**config.mk**
```make
export PLATFORM = sky130hd
export DESIGN_NAME = video_composite
export DESIGN_NICKNAME = d
export VERILOG_FILES = /design/src/verilog/video_pkg.sv /design/src/verilog/ntsc_raster.sv /design/src/verilog/video_composite.sv /design/src/verilog/video_modulator.sv
export SDC_FILE = /design/constraint.sdc
export NUM_CORES = 1
export LEC_CHECK = 0
export BUFFER_PORTS_ARGS = -buffer_cell sky130_fd_sc_hd__buf_2
export CAP_MARGIN = 20
export CORE_ASPECT_RATIO = 1.75
export CORE_MARGIN = 3
export CORE_UTILIZATION = 30
export DETAILED_ROUTE_END_ITERATION = 6
export SLEW_MARGIN = 20
export SYNTH_ARGS = -nofsm -noshare
export SYNTH_HDL_FRONTEND = slang
export SYNTH_SLANG_ARGS = --single-unit
```
**constraint.sdc**
```tcl
create_clock -name clk -period 18.55 [get_ports clk]
set_clock_uncertainty 0.05 [all_clocks]
set_input_delay 3.71 -clock clk [delete_from_list [all_inputs] [get_ports clk]]
set_output_delay 3.71 -clock clk [all_outputs]
set_load 0.1 [all_outputs]
```
**src/verilog/video_pkg.sv**
```systemverilog
package video_pkg;

    // widths that carry a meaning
    typedef logic [10:0] hcount_t;
    typedef logic [10:0] halfline_t;
    typedef logic [9:0]  frame_line_t;
    typedef logic [3:0]  color_t;
    typedef logic [4:0]  luma_t;
    typedef logic [3:0]  chroma_t;
    typedef logic [15:0] phase_t;

    // vertical regions of one field
    typedef enum logic [2:0] {
        EQ_PRE,
        VSYNC,
        EQ_POST,
        BLANK,
        ACTIVE
    } v_region_t;

    // horizontal timing in clocks
    localparam hcount_t H_SYNC            = 11'd118;
    localparam hcount_t H_BACK_PORCH      = 11'd152;
    localparam hcount_t H_ACTIVE          = 11'd1280;
    localparam hcount_t H_FRONT_PORCH     = 11'd38;
    localparam hcount_t H_TOTAL           = 11'd1588;
    localparam hcount_t H_HALF            = 11'd794;
    localparam hcount_t H_VSYNC_PULSE_LEN = 11'd678;
    localparam hcount_t H_EQ_PULSE_LEN    = 11'd58;
    localparam hcount_t H_BURST_START     = 11'd132;
    localparam hcount_t H_BURST_END       = 11'd196;

    // visible window on a line
    localparam hcount_t H_ACTIVE_START = 11'd270;
    localparam hcount_t H_ACTIVE_END   = 11'd1550;

    // vertical timing in half-lines
    localparam halfline_t V_TOTAL         = 11'd1050;
    localparam halfline_t V_FIELD2_START  = 11'd525;
    localparam halfline_t V_VSYNC_FIRST   = 11'd6;
    localparam halfline_t V_EQ_POST_FIRST = 11'd12;
    localparam halfline_t V_BLANK_FIRST   = 11'd18;

    // visible half-lines, both fields
    localparam halfline_t V_ACT1_FIRST = 11'd42;
    localparam halfline_t V_ACT1_LAST  = 11'd521;
    localparam halfline_t V_ACT2_FIRST = 11'd568;
    localparam halfline_t V_ACT2_LAST  = 11'd1047;

    // output levels
    localparam luma_t   LUMA_BLACK = 5'd8;
    localparam chroma_t CHROMA_MID = 4'd8;
    localparam color_t  BURST_AMPL = 4'd8;

    // 3.579545 MHz subcarrier from a 25 MHz clock, 2^16 per cycle
    localparam phase_t PHASE_STEP = 16'd9384;

endpackage

```
**src/verilog/ntsc_raster.sv**
```systemverilog
`timescale 1ns/10ps
`default_nettype none

module ntsc_raster (
    input  logic             clk,
    input  logic             rst,
    output video_pkg::color_t r,
    output video_pkg::color_t g,
    output video_pkg::color_t b,
    output logic             active,
    output logic             color_burst,
    output logic             sync_in_n
);

    import video_pkg::*;

    hcount_t     hcnt;
    halfline_t   vcnt;
    halfline_t   vcnt_next;
    halfline_t   field_hl_next;
    v_region_t   region;
    v_region_t   region_next;
    logic        field;
    logic [8:0]  field_line_cnt;
    frame_line_t frame_line;

    logic        h_last;
    logic        h_half_end;
    logic        v_last;
    logic        v_field1_last;

    logic        h_hsync_pulse;
    logic        h_vsync_pulse;
    logic        h_eq_pulse;
    logic        h_burst;
    logic        h_active;

    logic        grey_lines;
    logic        red_lines;
    logic        green_lines;
    logic        blue_lines;
    color_t      ramp;

    // line and half-line ends
    assign h_last        = (hcnt == H_TOTAL - 1'b1);
    assign h_half_end    = (hcnt == H_HALF - 1'b1) || h_last;
    assign v_last        = (vcnt == V_TOTAL - 1'b1);
    assign v_field1_last = (vcnt == V_FIELD2_START - 1'b1);

    assign vcnt_next = v_last ? '0 : halfline_t'(vcnt + 1'b1);

    // half-line index relative to the start of its field
    assign field_hl_next = (vcnt_next >= V_FIELD2_START) ?
                           halfline_t'(vcnt_next - V_FIELD2_START) : vcnt_next;

    always_ff @(posedge clk or posedge rst) begin
        if (rst) begin
            hcnt           <= '0;
            vcnt           <= '0;
            region         <= EQ_PRE;
            field          <= 1'b0;
            field_line_cnt <= '0;
        end else begin
            hcnt <= h_last ? '0 : hcount_t'(hcnt + 1'b1);

            if (h_half_end) begin
                vcnt   <= vcnt_next;
                region <= region_next;
            end

            // field 2 begins halfway through a line
            if (h_half_end && v_last) begin
                field          <= 1'b0;
                field_line_cnt <= '0;
            end else if (h_half_end && v_field1_last) begin
                field          <= 1'b1;
                field_line_cnt <= '0;
            end else if (h_last) begin
                field_line_cnt <= field_line_cnt + 1'b1;
            end
        end
    end

    // region sequence, same in both fields apart from the active start
    always_comb begin
        region_next = region;
        case (region)
            EQ_PRE: begin
                if (field_hl_next == V_VSYNC_FIRST)
                    region_next = VSYNC;
            end
            VSYNC: begin
                if (field_hl_next == V_EQ_POST_FIRST)
                    region_next = EQ_POST;
            end
            EQ_POST: begin
                if (field_hl_next == V_BLANK_FIRST)
                    region_next = BLANK;
            end
            BLANK: begin
                if (field_hl_next == '0)
                    region_next = EQ_PRE;
                else if (vcnt_next == V_ACT1_FIRST || vcnt_next == V_ACT2_FIRST)
                    region_next = ACTIVE;
            end
            ACTIVE: begin
                if (vcnt_next == V_ACT1_LAST + 1'b1 || vcnt_next == V_ACT2_LAST + 1'b1)
                    region_next = BLANK;
            end
            default: region_next = EQ_PRE;
        endcase
    end

    // pulse shapes along the line
    assign h_hsync_pulse = (hcnt < H_SYNC);

    assign h_vsync_pulse = (hcnt < H_VSYNC_PULSE_LEN) ||
                           (hcnt >= H_HALF && hcnt < H_HALF + H_VSYNC_PULSE_LEN);

    assign h_eq_pulse = (hcnt < H_EQ_PULSE_LEN) ||
                        (hcnt >= H_HALF && hcnt < H_HALF + H_EQ_PULSE_LEN);

    assign h_burst  = (hcnt >= H_BURST_START) && (hcnt < H_BURST_END);
    assign h_active = (hcnt >= H_ACTIVE_START) && (hcnt < H_ACTIVE_END);

    always_comb begin
        case (region)
            VSYNC:           sync_in_n = !h_vsync_pulse;
            EQ_PRE, EQ_POST: sync_in_n = !h_eq_pulse;
            default:         sync_in_n = !h_hsync_pulse;
        endcase
    end

    // burst on every ordinary line, visible or not
    assign color_burst = h_burst && (region == BLANK || region == ACTIVE);
    assign active      = h_active && (region == ACTIVE);

    // colour bands down the frame
    assign frame_line  = {field_line_cnt, field};
    assign grey_lines  = (frame_line < 10'd100);
    assign red_lines   = (frame_line >= 10'd100) && (frame_line < 10'd200);
    assign green_lines = (frame_line >= 10'd200) && (frame_line < 10'd300);
    assign blue_lines  = (frame_line >= 10'd300);

    // brightness steps every 16 clocks
    assign ramp = hcnt[7:4];

    assign r = (grey_lines || red_lines)   ? ramp : '0;
    assign g = (grey_lines || green_lines) ? ramp : '0;
    assign b = (grey_lines || blue_lines)  ? ramp : '0;

    a_hcnt_range: assert property (
        @(posedge clk) disable iff (rst)
        hcnt < H_TOTAL
    );

    a_no_sync_in_picture: assert property (
        @(posedge clk) disable iff (rst)
        active |-> sync_in_n
    );

    // region must stay locked to the half-line count
    a_vsync_placement: assert property (
        @(posedge clk) disable iff (rst)
        (region == VSYNC) |->
            ((vcnt >= V_VSYNC_FIRST && vcnt < V_EQ_POST_FIRST) ||
             (vcnt >= V_FIELD2_START + V_VSYNC_FIRST &&
              vcnt <  V_FIELD2_START + V_EQ_POST_FIRST))
    );

endmodule

`default_nettype wire

```
**src/verilog/video_composite.sv**
```systemverilog
`timescale 1ns/10ps
`default_nettype none

module video_composite (
    input  logic               clk,
    input  logic               rst,
    output video_pkg::luma_t   luma,
    output logic               sync_n,
    output video_pkg::chroma_t chroma
);

    import video_pkg::*;

    // raster to modulator
    color_t r;
    color_t g;
    color_t b;
    logic   active;
    logic   color_burst;
    logic   sync_in_n;

    ntsc_raster raster (
        .clk         (clk),
        .rst         (rst),
        .r           (r),
        .g           (g),
        .b           (b),
        .active      (active),
        .color_burst (color_burst),
        .sync_in_n   (sync_in_n)
    );

    // one register stage to the outputs
    video_modulator modulator (
        .clk         (clk),
        .rst         (rst),
        .r           (r),
        .g           (g),
        .b           (b),
        .color_burst (color_burst),
        .active      (active),
        .sync_in_n   (sync_in_n),
        .luma        (luma),
        .sync_n      (sync_n),
        .chroma      (chroma)
    );

endmodule

`default_nettype wire

```
**src/verilog/video_modulator.sv**
```systemverilog
`timescale 1ns/10ps
`default_nettype none

module video_modulator (
    input  logic               clk,
    input  logic               rst,
    input  video_pkg::color_t  r,
    input  video_pkg::color_t  g,
    input  video_pkg::color_t  b,
    input  logic               color_burst,
    input  logic               active,
    input  logic               sync_in_n,
    output video_pkg::luma_t   luma,
    output logic               sync_n,
    output video_pkg::chroma_t chroma
);

    import video_pkg::*;

    // hue steps of 22.5 degrees relative to burst
    localparam logic [3:0] HUE_RED     = 4'd5;
    localparam logic [3:0] HUE_YELLOW  = 4'd7;
    localparam logic [3:0] HUE_GREEN   = 4'd11;
    localparam logic [3:0] HUE_CYAN    = 4'd13;
    localparam logic [3:0] HUE_BLUE    = 4'd15;
    localparam logic [3:0] HUE_MAGENTA = 4'd3;

    phase_t            phase;
    logic [7:0]        luma_sum;
    luma_t             luma_next;

    color_t            c_max;
    color_t            c_min;
    color_t            sat;
    logic [2:0]        max_mask;
    logic [3:0]        hue;

    logic [3:0]        sine_idx;
    color_t            ampl;
    logic signed [3:0] sine_val;
    logic signed [8:0] chroma_prod;
    logic signed [8:0] chroma_off;
    logic signed [8:0] chroma_sum;
    chroma_t           chroma_next;

    // one period of sine in 16 steps, peak 7
    function automatic logic signed [3:0] sine_lut(input logic [3:0] idx);
        logic signed [3:0] val;
        case (idx)
            4'd0:    val = 4'sd0;
            4'd1:    val = 4'sd3;
            4'd2:    val = 4'sd5;
            4'd3:    val = 4'sd6;
            4'd4:    val = 4'sd7;
            4'd5:    val = 4'sd6;
            4'd6:    val = 4'sd5;
            4'd7:    val = 4'sd3;
            4'd8:    val = 4'sd0;
            4'd9:    val = -4'sd3;
            4'd10:   val = -4'sd5;
            4'd11:   val = -4'sd6;
            4'd12:   val = -4'sd7;
            4'd13:   val = -4'sd6;
            4'd14:   val = -4'sd5;
            default: val = -4'sd3;
        endcase
        return val;
    endfunction

    // free-running subcarrier
    always_ff @(posedge clk or posedge rst) begin
        if (rst)
            phase <= '0;
        else
            phase <= phase + PHASE_STEP;
    end

    // weights roughly 0.3 0.59 0.11 in sixteenths
    assign luma_sum = 8'd5 * r + 8'd9 * g + 8'd2 * b;

    always_comb begin
        if (!sync_in_n)
            luma_next = '0;
        else if (active)
            luma_next = LUMA_BLACK + luma_t'(luma_sum[7:4]);
        else
            luma_next = LUMA_BLACK;
    end

    // spread between components sets saturation
    assign c_max = (r >= g && r >= b) ? r : ((g >= b) ? g : b);
    assign c_min = (r <= g && r <= b) ? r : ((g <= b) ? g : b);
    assign sat   = c_max - c_min;

    // dominant components pick the hue
    assign max_mask = {r == c_max, g == c_max, b == c_max};

    always_comb begin
        case (max_mask)
            3'b100:  hue = HUE_RED;
            3'b110:  hue = HUE_YELLOW;
            3'b010:  hue = HUE_GREEN;
            3'b011:  hue = HUE_CYAN;
            3'b001:  hue = HUE_BLUE;
            3'b101:  hue = HUE_MAGENTA;
            default: hue = 4'd0;
        endcase
    end

    // burst sits opposite the reference phase
    always_comb begin
        if (color_burst) begin
            sine_idx = phase[15:12] + 4'd8;
            ampl     = BURST_AMPL;
        end else begin
            sine_idx = phase[15:12] + hue;
            ampl     = sat;
        end
    end

    assign sine_val    = sine_lut(sine_idx);
    assign chroma_prod = sine_val * $signed({5'b0, ampl});
    assign chroma_off  = chroma_prod >>> 4;
    assign chroma_sum  = $signed({5'b0, CHROMA_MID}) + chroma_off;

    always_comb begin
        if (color_burst || active)
            chroma_next = chroma_sum[3:0];
        else
            chroma_next = CHROMA_MID;
    end

    // all three outputs leave on the same edge
    always_ff @(posedge clk or posedge rst) begin
        if (rst) begin
            luma   <= LUMA_BLACK;
            sync_n <= 1'b1;
            chroma <= CHROMA_MID;
        end else begin
            luma   <= luma_next;
            sync_n <= sync_in_n;
            chroma <= chroma_next;
        end
    end

    a_chroma_idle: assert property (
        @(posedge clk) disable iff (rst)
        (!color_burst && !active) |=> (chroma == CHROMA_MID)
    );

    a_luma_sync_level: assert property (
        @(posedge clk) disable iff (rst)
        (luma == '0) == !sync_n
    );

endmodule

`default_nettype wire

```
==> impl_metrics.env <==
export IMPL_avgViaCountPerCell=5.297
export IMPL_die_area_sq_um=22230
export IMPL_synth_compound_area_frac=0.2022
export IMPL_synth_edf_count=0
export IMPL_critical_path_arrival_ps=10020
export IMPL_netlist_area_sq_um=6125
export IMPL_grtUsageMet3=0.01736
export IMPL_max_freq_ghz=0.1017
export IMPL_vias=5223
export IMPL_grt_pass1_wl_microns=25590
export IMPL_swShare=0.2328
export IMPL_holdPathEnd="modulator.phase[3]"
export IMPL_yosys_mux_area_fraction=0.02799
export IMPL_h_tree_depth=3
export IMPL_syn_to_final_growth_pct=9.173
export IMPL_ctsResizeCount=0
export IMPL_antennaDiodeCount=0
export IMPL_nets=816
export IMPL_multiInputGateArea_sq_um=4307
export IMPL_ys_seq_area_frac=0.2335
export IMPL_antenna_found_initial=0
export IMPL_p_per_area_nw_per_um2=45.09
export IMPL_worstSetupStartpointType="flop"
export IMPL_synthAdderAreaFrac=0.1753
export IMPL_dr_first_iter_drc_count=220
export IMPL_critPathMaxStageDelay_ps=570
export IMPL_intPower_mw=0.2313
export IMPL_instances_no_fill=986
export IMPL_cap_violations=0
export IMPL_crit_slowest_cell="nor3_1"
export IMPL_synth_cell_types=87
export IMPL_grt_met1_usage=0.1445
export IMPL_p_switching_mw=0.07019
export IMPL_yosys_area_share_simple=0.2190
export IMPL_synth_area_top_cells="dfrtp_1 22%, ha_1 13%, xnor2_1 4.9%, nand2_1 4.3%, fa_1 4.2%"
export IMPL_timing_rr_end="modulator.chroma[3]"
export IMPL_synthTopCellsByCount="70 x nand2_1, 66 x nor2_1, 65 x ha_1"
export IMPL_root_buffer="clkbuf_16"
export IMPL_gp_congestion=0.8862
export IMPL_hold_viol_final=0
export IMPL_postLayoutCellArea_sq_um=6686
export IMPL_cp_required_ps=18740
export IMPL_p_leak_nw=2.962
export IMPL_reg2reg_setup_slack_ps=8720
export IMPL_end_kind="flop"
export IMPL_fin_crit_sh=0.5298
export IMPL_ys_flop_type="dfrtp_1"
export IMPL_synth_warning_count=0
export IMPL_power_mw=0.3015
export IMPL_cts_path_max_buffers=2
export IMPL_avgSynthCellArea_sq_um=8.221
export IMPL_async_flop_share=1.000
export IMPL_fin_ws_ps=8722
export IMPL_port_buffers=11
export IMPL_min_from="modulator.phase[3]"
export IMPL_seqPwrFrac=0.412
export IMPL_synth_most_common_cell="nand2_1"
export IMPL_dp_cells=970
export IMPL_hold_path_depth=1
export IMPL_floorplan_initialDensity=0.3076
export IMPL_top_usage_layer="met2"
export IMPL_synth_fp_nets=825
export IMPL_ir_drop_uv=40.07
export IMPL_dr_pass1_iters=5
export IMPL_rsz0062_at_grt="no"
export IMPL_drv_slew=0
export IMPL_tns_ps=0
export IMPL_die_width_microns=114.0
export IMPL_synth_top_cell_by_area="dfrtp_1"
export IMPL_first_global_vias=5322
export IMPL_cts_clk_slew_worst_paths_ps=60
export IMPL_yosysTopAreaCellShare=0.2206
export IMPL_final_util=0.3358
export IMPL_cts_tree="yes"
export IMPL_timing_rr_start="raster.field_line_cnt[6]"
export IMPL_grt_max_degree=58
export IMPL_post_route_drc_count=0
export IMPL_use_met2=0.2749
export IMPL_synth_cells=745
export IMPL_drive_gt1_frac=0.08772
export IMPL_worst_pin_slew_ps=808.6
export IMPL_row_count=68
export IMPL_worstSkewPairLatency_ps=330
export IMPL_dpl_worst_slack_ps=8804
export IMPL_cp_max_fo=9
export IMPL_core_area_sq_um=19910
export IMPL_ant_nets=0
export IMPL_synth_xor_area_frac=0.07865
export IMPL_grt_use_total=0.1400
export IMPL_synth_top_family_by_area="simple AND/OR/NAND/NOR gates"
export IMPL_n_fill_cell=2132
export IMPL_worst_r2r_cell_count=39
export IMPL_hold_class="flop to flop"
export IMPL_holdWs_ps=423.7
export IMPL_die_h_microns=195.0
export IMPL_cts_buffers=9
export IMPL_hold_buffers=0
export IMPL_pwr_share_clk=0.578
export IMPL_cts_setup_buffers=0
export IMPL_io_pins=12
export IMPL_setup_violations_final=0
export IMPL_gr_total_overflow=0
export IMPL_path_common_cell="fa_1"
export IMPL_cts_sinks=57
export IMPL_drt_wl_total_microns=14910
export IMPL_run_status="complete, no violations"
export IMPL_wl_per_cell_microns=15.13
export IMPL_relSlewSlack=0.4541
export IMPL_critPathKind="flop to flop"
export IMPL_dpl_cell_area_sq_um=6376
export IMPL_synth_seq_cells=57
export IMPL_combPwrFrac=0.009
export IMPL_dp_hpwl_microns=11740
export IMPL_seq_area_sq_um=1430
export IMPL_min_period_ps=9828
sequential cells by signal (all words and copies together), names as in the netlist:
name and flops:
modulator.chroma 4, modulator.luma 5, modulator.phase 13, modulator.sync_n 1
raster.field_line_cnt 9, raster.hcnt 11, raster.region 3, raster.vcnt 11
cells by family (layout without fill, tap and decap cells):
| logic type | after synthesis | count (layout) |
|---|---|---|
| multiplexers | 13 | 13 |
| AND/OR/NAND/NOR | 269 | 269 |
| buffers and inverters | 101 | 97 |
| adder cells (fa/ha/maj) | 78 | 78 |
| XOR/XNOR | 55 | 55 |
| flip-flops | 57 | 57 |
| AO/OA/AOI/OAI | 172 | 172 |
worst max path at each step:
stage	start	endpoint	slack, ps	cells past startpoint
after detailed placement	raster.field_line_cnt[6]	modulator.chroma[3]	8800	39
after global routing	raster.field_line_cnt[6]	modulator.chroma[3]	8000	39
after floorplan	raster.field_line_cnt[6]	modulator.chroma[3]	9770	40
after global placement	raster.field_line_cnt[6]	modulator.chroma[3]	9010	39
final	raster.field_line_cnt[6]	modulator.chroma[3]	8720	39
after CTS	raster.field_line_cnt[6]	modulator.chroma[3]	8770	39
power by group through the flow:
stage	Clock (mW)	Sequential, mW	Combinational (mW)
2_1_floorplan	0	0.127	0.00181
3_3_place_gp	0	0.127	0.00304
3_5_place_dp	0	0.127	0.00308
4_1_cts	0.180	0.124	0.00310
5_1_grt	0.185	0.124	0.00330
6_report	0.174	0.124	0.00275
layout by cell type, fill, tap and decap left out, drive strengths merged, types with 16 or more instances in the layout:
cell   instances
nand2         71
inv           70
nor2          67
ha            65
dfrtp         54
a21oi         36
xnor2         34
o21ai         33
nand3         28
xor2          21
nor3          16
critical path: cells and delay by family, from the launching register on:
family | cells | cell delay [ps]
adder cells (fa/ha/maj) | 9 | 3410
AND/OR/NAND/NOR | 11 | 2520
AO/OA/AOI/OAI | 11 | 1990
multiplexers | 2 | 620
XOR/XNOR | 3 | 490
flip-flops | 1 | 460
buffers and inverters | 3 | 190
layout make-up:
class / instances / area share
Sequential cell: 57 / 0.2139
Tap cell: 245 / 0.04585
Clock inverter: 7 / 0.01272
Multi-Input combinational cell: 587 / 0.6441
Timing Repair Buffer: 15 / 0.01272
Inverter: 66 / 0.03705
Clock buffer: 9 / 0.03368
layer usage:
layer / vias up / routed length, microns
met4: 0 / 428
met5: - / 0
met1: 2497 / 5638
li1: 2633 / -
met3: 28 / 246
met2: 65 / 8601
Power figures use the tool's default switching activity.
